===== src/verilog/bus_pkg.sv =====
package bus_pkg;

   ////////////////////////////////////////////////////////////////////////////
   // Sizes
   ////////////////////////////////////////////////////////////////////////////

   localparam int QUEUE_DEPTH = 4;                       // Also the sender's starting credits
   localparam int REG_COUNT   = 4;                       // Octal registers on the bus
   localparam int PTR_W       = $clog2(QUEUE_DEPTH);     // Depth is a power of two
   localparam int CNT_W       = $clog2(QUEUE_DEPTH + 1); // Holds 0 to QUEUE_DEPTH

   ////////////////////////////////////////////////////////////////////////////
   // Opcodes and sequencer states
   ////////////////////////////////////////////////////////////////////////////

   typedef enum logic [2:0] {
      OP_NOP   = 3'd0,   // Walks the phases and touches nothing
      OP_LOAD  = 3'd1,   // Immediate to dst
      OP_MOVE  = 3'd2,   // src to dst
      OP_MOVN  = 3'd3,   // Inverted src to dst
      OP_CLEAR = 3'd4,   // dst to zero
      OP_JK    = 3'd5    // Flag operation
   } bus_op_e;

   typedef enum logic [1:0] {
      ST_IDLE  = 2'd0,
      ST_DRIVE = 2'd1,   // Sources on the bus
      ST_LATCH = 2'd2    // Bus settled, loads strobed
   } seq_state_e;

   ////////////////////////////////////////////////////////////////////////////
   // Bundles
   ////////////////////////////////////////////////////////////////////////////

   // Command word, 15 bits
   typedef struct packed {
      bus_op_e    op;
      logic [1:0] dst;    // Register, or flag select in bit 0 for OP_JK
      logic [1:0] src;
      logic [7:0] data;   // Immediate, or J in bit 1 and K in bit 0
   } bus_cmd_t;

   // Sequencer to register bank
   typedef struct packed {
      logic [REG_COUNT-1:0] src_oe;   // One-hot
      logic                 invert;   // Inverting read path
      logic                 imm_oe;
      logic [7:0]           imm;
      logic [REG_COUNT-1:0] load;     // One-hot
      logic [REG_COUNT-1:0] clear;    // One-hot
   } bank_ctrl_t;

   // Sequencer to JK flags
   typedef struct packed {
      logic strobe;
      logic sel;
      logic j;
      logic k;
   } flag_ctrl_t;

   // Bank register outputs
   typedef struct packed {
      logic [7:0] r3;
      logic [7:0] r2;
      logic [7:0] r1;
      logic [7:0] r0;
   } reg_view_t;

endpackage


===== src/verilog/cmd_queue.sv =====
`timescale 1ns/1ns

module cmd_queue import bus_pkg::*; (
   input  logic     clk,
   input  logic     rst,
   input  logic     cmd_valid,
   input  bus_cmd_t cmd_data,
   input  logic     q_pop,
   output bus_cmd_t q_cmd,
   output logic     q_empty,
   output logic     cmd_credit
);

   ////////////////////////////////////////////////////////////////////////////
   // Storage and pointers
   ////////////////////////////////////////////////////////////////////////////

   bus_cmd_t         mem [QUEUE_DEPTH];   // Circular buffer, no reset
   logic [PTR_W-1:0] wr_ptr;
   logic [PTR_W-1:0] rd_ptr;
   logic [CNT_W-1:0] count;               // Occupancy
   logic             full;
   logic             push;
   logic             pop;

   assign full    = (count == CNT_W'(QUEUE_DEPTH));
   assign q_empty = (count == '0);
   assign q_cmd   = mem[rd_ptr];          // Head entry, read combinationally

   // A send while full is a sender fault and is dropped here
   assign push = cmd_valid && !full;
   assign pop  = q_pop && !q_empty;

   // Payload write
   always_ff @(posedge clk) begin
      if (push) begin
         mem[wr_ptr] <= cmd_data;
      end
   end

   ////////////////////////////////////////////////////////////////////////////
   // Control state
   ////////////////////////////////////////////////////////////////////////////

   always_ff @(posedge clk) begin
      if (!rst) begin
         wr_ptr     <= '0;
         rd_ptr     <= '0;
         count      <= '0;
         cmd_credit <= 1'b0;
      end else begin
         if (push) begin
            wr_ptr <= wr_ptr + 1'b1;   // Wraps at QUEUE_DEPTH
         end
         if (pop) begin
            rd_ptr <= rd_ptr + 1'b1;
         end
         case ({push, pop})
            2'b10:   count <= count + 1'b1;
            2'b01:   count <= count - 1'b1;
            default: count <= count;   // Both or neither
         endcase
         // One credit back per consumed entry, one cycle late
         cmd_credit <= pop;
      end
   end

endmodule


===== src/verilog/bus_sequencer.sv =====
`timescale 1ns/1ns

module bus_sequencer import bus_pkg::*; (
   input  logic       clk,
   input  logic       rst,
   input  bus_cmd_t   q_cmd,
   input  logic       q_empty,
   output logic       q_pop,
   output bank_ctrl_t bank_ctrl,
   output flag_ctrl_t flag_ctrl,
   output logic       idle
);

   ////////////////////////////////////////////////////////////////////////////
   // State register, a small clearable D bank
   ////////////////////////////////////////////////////////////////////////////

   seq_state_e           state;
   seq_state_e           state_nxt;
   bus_cmd_t             cur_cmd;     // Command being executed
   logic                 active;      // DRIVE or LATCH
   logic                 latch;       // Last cycle of a command
   logic [REG_COUNT-1:0] dst_hot;
   logic [REG_COUNT-1:0] src_hot;

   always_ff @(posedge clk) begin
      if (!rst) begin
         state   <= ST_IDLE;
         cur_cmd <= '0;
      end else begin
         state <= state_nxt;
         if (q_pop) begin
            cur_cmd <= q_cmd;   // Capture head on the pop edge
         end
      end
   end

   // IDLE -> DRIVE -> LATCH -> IDLE
   always_comb begin
      state_nxt = state;
      case (state)
         ST_IDLE: begin
            if (!q_empty) begin
               state_nxt = ST_DRIVE;
            end
         end
         ST_DRIVE: state_nxt = ST_LATCH;
         ST_LATCH: state_nxt = ST_IDLE;
         default:  state_nxt = ST_IDLE;   // Unused encoding
      endcase
   end

   assign q_pop = (state == ST_IDLE) && !q_empty;   // Pop only from IDLE
   assign idle  = (state == ST_IDLE) && q_empty;

   ////////////////////////////////////////////////////////////////////////////
   // Opcode decode
   ////////////////////////////////////////////////////////////////////////////

   assign active  = (state == ST_DRIVE) || (state == ST_LATCH);
   assign latch   = (state == ST_LATCH);
   assign dst_hot = REG_COUNT'(1) << cur_cmd.dst;
   assign src_hot = REG_COUNT'(1) << cur_cmd.src;

   always_comb begin
      bank_ctrl = '0;
      flag_ctrl = '0;
      if (active) begin
         case (cur_cmd.op)
            OP_LOAD: begin
               bank_ctrl.imm_oe = 1'b1;
               bank_ctrl.imm    = cur_cmd.data;
               bank_ctrl.load   = latch ? dst_hot : '0;
            end
            OP_MOVE: begin
               bank_ctrl.src_oe = src_hot;
               bank_ctrl.load   = latch ? dst_hot : '0;
            end
            OP_MOVN: begin
               bank_ctrl.src_oe = src_hot;
               bank_ctrl.invert = 1'b1;   // Read through the inverting path
               bank_ctrl.load   = latch ? dst_hot : '0;
            end
            OP_CLEAR: begin
               // Nothing on the bus, clear bit only
               bank_ctrl.clear = latch ? dst_hot : '0;
            end
            OP_JK: begin
               flag_ctrl.strobe = latch;
               flag_ctrl.sel    = cur_cmd.dst[0];
               flag_ctrl.j      = cur_cmd.data[1];
               flag_ctrl.k      = cur_cmd.data[0];
            end
            default: begin
               // OP_NOP and spare codes drive no enables
               bank_ctrl = '0;
            end
         endcase
      end
   end

endmodule


===== src/verilog/register_bank.sv =====
`timescale 1ns/1ns

module register_bank import bus_pkg::*; (
   input  logic       clk,
   input  logic       rst,
   input  bank_ctrl_t bank_ctrl,
   output reg_view_t  regs
);

   ////////////////////////////////////////////////////////////////////////////
   // Shared bus
   ////////////////////////////////////////////////////////////////////////////

   logic [7:0] r [REG_COUNT];   // Octal registers
   logic [7:0] bus;             // OR of all enabled drivers

   // Tristate drivers become an enable-gated OR
   always_comb begin
      bus = bank_ctrl.imm_oe ? bank_ctrl.imm : 8'h00;
      for (int i = 0; i < REG_COUNT; i++) begin
         if (bank_ctrl.src_oe[i]) begin
            // Inverting read path like the x564
            bus = bus | (bank_ctrl.invert ? ~r[i] : r[i]);
         end
      end
   end

   ////////////////////////////////////////////////////////////////////////////
   // Registers, clearable like the x273
   ////////////////////////////////////////////////////////////////////////////

   always_ff @(posedge clk) begin
      if (!rst) begin
         for (int i = 0; i < REG_COUNT; i++) begin
            r[i] <= 8'h00;
         end
      end else begin
         for (int i = 0; i < REG_COUNT; i++) begin
            if (bank_ctrl.clear[i]) begin
               r[i] <= 8'h00;   // Clear wins over load
            end else if (bank_ctrl.load[i]) begin
               // Bus holds the old value when src equals dst
               r[i] <= bus;
            end
         end
      end
   end

   // Register outputs
   assign regs.r0 = r[0];
   assign regs.r1 = r[1];
   assign regs.r2 = r[2];
   assign regs.r3 = r[3];

endmodule


===== src/verilog/jk_flags.sv =====
`timescale 1ns/1ns

module jk_flags import bus_pkg::*; (
   input  logic       clk,
   input  logic       rst,
   input  flag_ctrl_t flag_ctrl,
   output logic [1:0] flag_q,
   output logic [1:0] flag_qn
);

   logic [1:0] q_nxt;

   ////////////////////////////////////////////////////////////////////////////
   // JK table on strobe, like the x112
   ////////////////////////////////////////////////////////////////////////////

   always_comb begin
      q_nxt = flag_q;
      if (flag_ctrl.strobe) begin
         case ({flag_ctrl.j, flag_ctrl.k})
            2'b01:   q_nxt[flag_ctrl.sel] = 1'b0;                   // Reset
            2'b10:   q_nxt[flag_ctrl.sel] = 1'b1;                   // Set
            2'b11:   q_nxt[flag_ctrl.sel] = ~flag_q[flag_ctrl.sel]; // Toggle
            default: q_nxt[flag_ctrl.sel] = flag_q[flag_ctrl.sel];  // Hold
         endcase
      end
   end

   // Q and /Q as separate flops, always complementary
   always_ff @(posedge clk) begin
      if (!rst) begin
         flag_q  <= 2'b00;
         flag_qn <= 2'b11;
      end else begin
         flag_q  <= q_nxt;
         flag_qn <= ~q_nxt;
      end
   end

endmodule


===== src/verilog/bus_board.sv =====
`timescale 1ns/1ns

module bus_board import bus_pkg::*; (
   input  logic       clk,
   input  logic       rst,
   input  logic       cmd_valid,     // Only while holding a credit
   input  bus_cmd_t   cmd_data,
   output logic       cmd_credit,    // One credit per pulse
   output logic       idle,
   output reg_view_t  regs,
   output logic [1:0] flag_q,
   output logic [1:0] flag_qn
);

   ////////////////////////////////////////////////////////////////////////////
   // Internal wiring
   ////////////////////////////////////////////////////////////////////////////

   bus_cmd_t   q_cmd;
   logic       q_empty;
   logic       q_pop;
   bank_ctrl_t bank_ctrl;
   flag_ctrl_t flag_ctrl;

   // Command queue on the credit link
   cmd_queue u_queue (
      .clk        (clk),
      .rst        (rst),
      .cmd_valid  (cmd_valid),
      .cmd_data   (cmd_data),
      .q_pop      (q_pop),
      .q_cmd      (q_cmd),
      .q_empty    (q_empty),
      .cmd_credit (cmd_credit)
   );

   // Three-cycle command sequencer
   bus_sequencer u_seq (
      .clk       (clk),
      .rst       (rst),
      .q_cmd     (q_cmd),
      .q_empty   (q_empty),
      .q_pop     (q_pop),
      .bank_ctrl (bank_ctrl),
      .flag_ctrl (flag_ctrl),
      .idle      (idle)
   );

   register_bank u_bank (
      .clk       (clk),
      .rst       (rst),
      .bank_ctrl (bank_ctrl),
      .regs      (regs)
   );

   jk_flags u_flags (
      .clk       (clk),
      .rst       (rst),
      .flag_ctrl (flag_ctrl),
      .flag_q    (flag_q),
      .flag_qn   (flag_qn)
   );

endmodule


===== config.mk =====
export PLATFORM = sky130hd
export DESIGN_NAME = bus_board
export DESIGN_NICKNAME = d
export VERILOG_FILES = /design/src/verilog/bus_pkg.sv /design/src/verilog/cmd_queue.sv /design/src/verilog/bus_sequencer.sv /design/src/verilog/register_bank.sv /design/src/verilog/jk_flags.sv /design/src/verilog/bus_board.sv
export SDC_FILE = /design/constraint.sdc
export NUM_CORES = 1
export LEC_CHECK = 0
export BUFFER_PORTS_ARGS = -buffer_cell sky130_fd_sc_hd__buf_2
export CORE_MARGIN = 4
export CORE_UTILIZATION = 58
export CTS_CLUSTER_DIAMETER = 120
export DETAILED_ROUTE_END_ITERATION = 10
export PLACE_DENSITY = 0.75
export SYNTH_ARGS = -nofsm -noshare
export SYNTH_HDL_FRONTEND = slang
export SYNTH_SLANG_ARGS = --single-unit
export TNS_END_PERCENT = 100

===== constraint.sdc =====
create_clock -name clk -period 3.2 [get_ports clk]
set_input_delay 0.64 -clock clk [delete_from_list [all_inputs] [get_ports clk]]
set_output_delay 0.64 -clock clk [all_outputs]
set_load 0.03 [all_outputs]

-- Word level (Yosys, flattened, before mapping)
Memory sizes are Yosys's and may differ from the RTL's. A register that Yosys moved wholly into a read port is not among the register bits.
Cells that the tools add are included.
- flip-flop bits (word level): 14
- bits in writable memories: 92
- bits of input ports: 18
- output and inout port bits: 38
- word-level logic and storage cells: 134
- memories: 2
- memory list (memory ; depth ; width ; rd ports ; clocked after Yosys merged registers in ; wr ports ; RTL line ; source):
    u_queue.mem ; 4 ; 15 ; 1 ; 1 ; 1 ; cmd_queue.sv:18 ; bus_cmd_t mem [QUEUE_DEPTH];
    u_bank.r ; 4 ; 8 ; 4 ; 0 ; 4 ; register_bank.sv:14 ; logic [7:0] r [REG_COUNT];
- add/subtract/negate cells: 4
- order comparisons: 2
- eq/ne operators: 14
- shift operators: 2
- mux-type cells: 68
- bitwise gates (word level): 21
- reduce and logical (&&, ||, !) cells: 14
- operators by type and width (cell ; count):
    $mux 8 ; 17
    $mux 1 ; 35
    $not 8->8 ; 4
    $or 8x8->8 ; 4
    $mux 4 ; 6
    $mux 22 ; 1
    $eq 3x3->1 const B ; 3
    $mux 9 ; 1
    $eq 2x2->1 const B ; 4
    $or 1x1->1 ; 8
    $shl 1x2->4 const A ; 2
    $eq 2x1->1 const B ; 3
    $eq 3x2->1 const B ; 2
    $pmux 2 s3 ; 1
    $pmux 3 s2 ; 1
    $logic_and 1x1->1 ; 5
    $add 2x1->2 const B ; 2
    $bwmux 2 ; 2
    $mux 2 ; 2
    $not 2->2 ; 2
    $pmux 2 s2 ; 1
    $add 3x1->3 const B ; 1
    $eq 3x1->1 const B ; 1
    $logic_not 1->1 ; 3
    14 further kinds ; 14

-- Logic depth before layout (Yosys ltp)
- depth after elaboration: 14
- mapped depth: 12
- depth with buffers taken out: 10

-- Cells and area by module
A second synthesis with hierarchy kept.
- cell total of the unflattened synthesis: 428
- area total of the unflattened synthesis: 5883.1 sq um
- modules (own cells, without submodules) (module ; times used ; cells each ; area each (sq um) ; sequential area each (sq um)):
    cmd_queue ; 1 ; 132 ; 2712.6 ; 2001.9
    register_bank ; 1 ; 160 ; 1980.6 ; 960.9
    bus_sequencer ; 1 ; 122 ; 1032.2 ; 340.3
    jk_flags ; 1 ; 14 ; 157.7 ; 80.1

-- Worst setup path before layout
Ideal clock, no wire load.
- path kind: register -> register
- start point: reg u_seq.state[0]
- end point: reg u_queue.count[2]
- library setup time: 0.076 ns
- arrival: 2.222 ns
- data required time: 3.124 ns
- setup slack: 0.903 ns
- stages on the path, launching flop included: 13
- buffers on the path: 2
- clock period less this slack: 2.297 ns
- path through: dfxtp_1 -> inv_1 -> ha_1 -> nand2b_1 -> buf_2 -> inv_2 -> buf_2 -> ha_1 -> inv_1 -> fa_1 -> xor2_1 -> or3_1 -> a21boi_0
- longest elaborated chain between the ends: 5
- elaborated cells between the ends (all ways): 7
- those cells by class: 2 x eq/ne; 1 x mux; 4 x reduce/logical
- ends and longest elaborated chain (item ; RTL line ; source):
    start, declared ; bus_sequencer.sv:18 ; seq_state_e state;
    start signal, assigned ; bus_sequencer.sv:31 ; state <= state_nxt;
    $logic_not 2->1 * ; bus_sequencer.sv:53 ; assign q_pop = (state == ST_IDLE) && !q_empty;
    $logic_and 1x1->1 * ; bus_sequencer.sv:53 ;
    via q_pop ; bus_board.sv:21 ; logic q_pop;
    $logic_and 1x1->1 * ; cmd_queue.sv:32 ; assign pop = q_pop && !q_empty;
    $eq 2x1->1 or $eq 2x2->1 (tied branches) ; cmd_queue.sv:58 ; case ({push, pop})
    $pmux 3 s2 or $reduce_bool 2->1 (tied branches) ; - ;
    end signal, assigned ; cmd_queue.sv:59 ; 2'b10: count <= count + 1'b1;
    end signal, assigned ; cmd_queue.sv:60 ; 2'b01: count <= count - 1'b1;
    end signal, assigned ; cmd_queue.sv:61 ; default: count <= count;
    end, declared ; cmd_queue.sv:21 ; logic [CNT_W-1:0] count;
The timed path passes the listed nets; every way through them passes the cells marked *.
A chain may end at the register's enable or synchronous reset.

-- Worst setup path after layout
- start point: reg u_seq.state[0]
- end point: reg u_queue.count[2]
- longest elaborated chain between the ends: 5
- elaborated cells between the ends (all ways): 7
- those cells by class: 2 x eq/ne; 1 x mux; 4 x reduce/logical
- ends and longest elaborated chain (item ; RTL line):
    $logic_not 2->1 * ; bus_sequencer.sv:53
    $logic_and 1x1->1 * ; bus_sequencer.sv:53
    $logic_and 1x1->1 * ; cmd_queue.sv:32
    $eq 2x1->1 or $eq 2x2->1 (tied branches) ; cmd_queue.sv:58
    $pmux 3 s2 or $reduce_bool 2->1 (tied branches) ; -
Mark *: on every way between the ends. The rest lies on a longest branch, timed or not.

==> results.cfg <==
[outcome]
result_of_the_run = finished, final reports clean

[floorplanning]
dieArea_mm2 = 0.0109
fp.dieH_um = 104
core_region_area_mm2 = 0.00889
ios = 56
placementRows = 34
initial_core_util = 0.605
dieWidth_um = 104

[sta]
final_worst_clock_skew_ns = 0.0100
final-hold-violation-count = 0
relSlewSlack = 0.400
finalMaxSlewViolations = 0
tns_ns = 0
layout_setup_ws_ns = 0.512
post-route-min-period_ns = 2.69
finalHoldWorstSlack_ns = 0.358
layout_worst_path_cycle_share = 0.840
final-setup-viol-count = 0
fmaxAchievable_mhz = 372
worst_slew_pin_slew_ns = 0.899
rsz_0062_raised_after_global_routing = no

[worst_setup_path]
worstPathRequired_ns = 3.61
crit-reg2reg-launch = u_seq.state[0]
worstSetupStartpoint = u_seq.state[0]
endpoint_kind = flop
critPathArrivalTime_ns = 3.10
timing.critical_path.cells = inv_1, ha_1, nand2b_1, inv_2, ha_1, inv_1, fa_1, xor2_1, or3_1, a21boi_0
timing.critical_path.slowest_cell_delay_ns = 0.38
reg2regPathDepth = 10
rrSetupSlack_ns = 0.51
path_depth = 10
timing.critical_path.fanout_max = 19
worst_path_dominant_cell_family = adder cells
cp.buffers_inverters = 3
crit_path_start_kind = flop
crit_path_top_delay_cell = sky130_fd_sc_hd__fa_1
crit_type = flop to flop

[power_and_ir_drop]
max-vdd-ir-drop_uv = 467
report.power.total_mw = 5.39
power-per-cell-area_mw_per_mm2 = 855
p_leak_nw = 2.22

[placement]
gp_congestion = 0.772
io_buffer_count = 55
dpl-instance-area_mm2 = 0.00571
dpl_worst_slack_ns = 0.509
post-dp-hpwl_mm = 6.95
placed_cells_incl_taps = 542

[logic_synthesis]
syn_inst = 392
synth_fp_nets = 419
asyncSetResetFlopFracSynth = 0
ys_types = 46
yosysWarnings = 0
number_of_synthesized_flops_with_an_enable_pin = 92
synthSimpleGateAreaFrac = 0.109
ys_seq_elements = 121
syn-mean-instance-area_um2 = 13.7
main_combinational_cell_family_by_area_after_synthesis = simple AND/OR/NAND/NOR gates
synth.area.mux_share = 0.0740
yosysSeqAreaShare = 0.622
yosys_most_used_dff = sky130_fd_sc_hd__edfxtp_1
fraction_of_the_mapped_netlist_area_in_adder_cells = 0.0223
synth-xor-area-share = 0.0326
post_synth_design_cell_area_mm2 = 0.00538
synth_compound_gate_area_share = 0.108

[clocking]
post_cts.resized_instances = 0
clock_tree.buffer_depth = 2
cts_buffers = 17
cts-hold-fix-buffers = 0
post-cts-setup-buffers = 0
cts_max_level = 4
cts_tree = yes
clk_pin_slew_ns = 0.06
cts.sink_count = 121
cts_root_buffer = sky130_fd_sc_hd__clkbuf_8
clock_latency_ns = 0.49

[cells_and_area]
insertedDiodeCount = 0
layout.nets = 480
finalCoreUtilization = 0.710
fill_count = 599
syn_to_final_growth_pct = 17.3
post_route_cells_drive_above_1_share = 0.255
multiInputGateArea_mm2 = 0.00186
ff_latch_area_mm2 = 0.00334
finalNonFillerCells = 574
finish.instance_area_mm2 = 0.00631

[global_routing]
grt_pass1_wl_mm = 17.3
grtUsageTotal = 0.202
first_global_vias = 3314
grt_start_max_net_pins = 35
number_of_antenna_violations_at_the_first_check_in_global_routing = 0
grt_remaining_overflow = 0

[drt]
remaining_drc_errors = 0
wl_mm = 10.4
vias = 3267
ant_nets = 0
drtIter0Drc = 192
vias_per_cell = 5.69
drt-pass1-iter-count = 4
routed_wire_length_per_instance_um = 18.2

[hold_path]
min_from = cmd_data[4]
holdCritPathClass = input pin to flop
worst_hold_path.num_cells = 1

[run]
max-cap-violations = 0
## kinds of logic after synthesis
group,Yosys count
adders and majority gates,9
AOI/OAI and AO/OA,77
DFF,121
xor gates and xnor gates,20
and+or+nand+nor,112
buffers and inverters,32
muxes,21
## placed cells by master, fill, tap and decap left out, types with 2 or more instances in the layout
master / instances
sky130_fd_sc_hd__nand3_1: 3
sky130_fd_sc_hd__mux4_2: 15
sky130_fd_sc_hd__o311ai_1: 4
sky130_fd_sc_hd__nor2b_1: 7
sky130_fd_sc_hd__nand2b_1: 5
sky130_fd_sc_hd__ha_1: 8
sky130_fd_sc_hd__mux2i_1: 6
sky130_fd_sc_hd__nor3_1: 2
sky130_fd_sc_hd__inv_2: 2
sky130_fd_sc_hd__clkinv_4: 3
sky130_fd_sc_hd__a221oi_2: 6
sky130_fd_sc_hd__buf_4: 6
sky130_fd_sc_hd__clkinvlp_4: 2
sky130_fd_sc_hd__a21oi_1: 25
sky130_fd_sc_hd__o21a_1: 2
sky130_fd_sc_hd__dfxtp_1: 29
sky130_fd_sc_hd__inv_1: 11
sky130_fd_sc_hd__o311ai_2: 2
sky130_fd_sc_hd__xnor2_1: 19
sky130_fd_sc_hd__nor2_1: 24
sky130_fd_sc_hd__o21ai_0: 7
sky130_fd_sc_hd__clkinv_2: 2
sky130_fd_sc_hd__clkbuf_16: 16
sky130_fd_sc_hd__buf_2: 55
sky130_fd_sc_hd__o31ai_1: 4
sky130_fd_sc_hd__o221ai_1: 7
sky130_fd_sc_hd__clkbuf_1: 3
sky130_fd_sc_hd__nand2_1: 40
sky130_fd_sc_hd__and2_1: 18
sky130_fd_sc_hd__edfxtp_1: 92
sky130_fd_sc_hd__nand3b_1: 4
sky130_fd_sc_hd__a21boi_0: 16
sky130_fd_sc_hd__bufinv_16: 4
## cell type report
class                      count  share of cell area
clock buffer                  20              0.0674
clock inverter                12              0.0278
inverter                      13             0.00774
multi-input combinational    239               0.295
sequential                   121               0.530
tap                          108              0.0214
timing repair buffer          61              0.0508
## state kept, by name, indices dropped and copies added, names as in the netlist
register	cells
u_flags.flag_q	2
u_queue.count	3
u_queue.wr_ptr	2
u_bank.r	32
u_seq.state	2
u_queue.cmd_credit	1
u_queue.rd_ptr	2
u_flags.flag_qn	2
u_seq.cur_cmd	15
u_queue.mem	60
## final timing paths
check	endpoint
worst min register to register	u_seq.cur_cmd[7]
worst max-delay path	u_queue.count[2]
worst max register to register	u_queue.count[2]
worst min-delay path	u_queue.mem[0][4]
## layer usage
metal  share of wire  global-route usage
met1            0.43               0.264
met2            0.51               0.348
met3           0.053              0.0410
met4          0.0043              0.0503
met5               0                   0
## report_power, final
| group | total [mW] | internal (mW) | switching (mW) | leakage [nW] |
|---|---|---|---|---|
| clock | 1.91 | 1.26 | 0.646 | 0.286 |
| sequential | 2.16 | 1.92 | 0.242 | 1.12 |
| combinational | 1.32 | 0.560 | 0.764 | 0.817 |
## cells in the mapped netlist, drive strengths merged (2+ instances only)
| master | number | area share |
|---|---|---|
| dfxtp | 29 | 0.11 |
| a221oi | 6 | 0.017 |
| nor2 | 25 | 0.018 |
| nand3 | 3 | 0.0028 |
| inv | 13 | 0.0091 |
| and2 | 18 | 0.021 |
| mux4 | 15 | 0.063 |
| nand3b | 4 | 0.0056 |
| a21oi | 25 | 0.023 |
| o31ai | 4 | 0.0056 |
| edfxtp | 92 | 0.51 |
| nand2 | 40 | 0.028 |
| a21boi | 16 | 0.022 |
| o221ai | 7 | 0.011 |
| nor3 | 3 | 0.0049 |
| o311ai | 6 | 0.013 |
| mux2i | 6 | 0.011 |
| nand2b | 5 | 0.0058 |
| nor2b | 7 | 0.0081 |
| xnor2 | 19 | 0.031 |
| o21a | 2 | 0.0028 |
| clkbuf | 3 | 0.0021 |
| buf | 16 | 0.021 |
| ha | 8 | 0.019 |
| o21ai | 7 | 0.0065 |
Note: power is estimated with default switching activity, not from simulation.
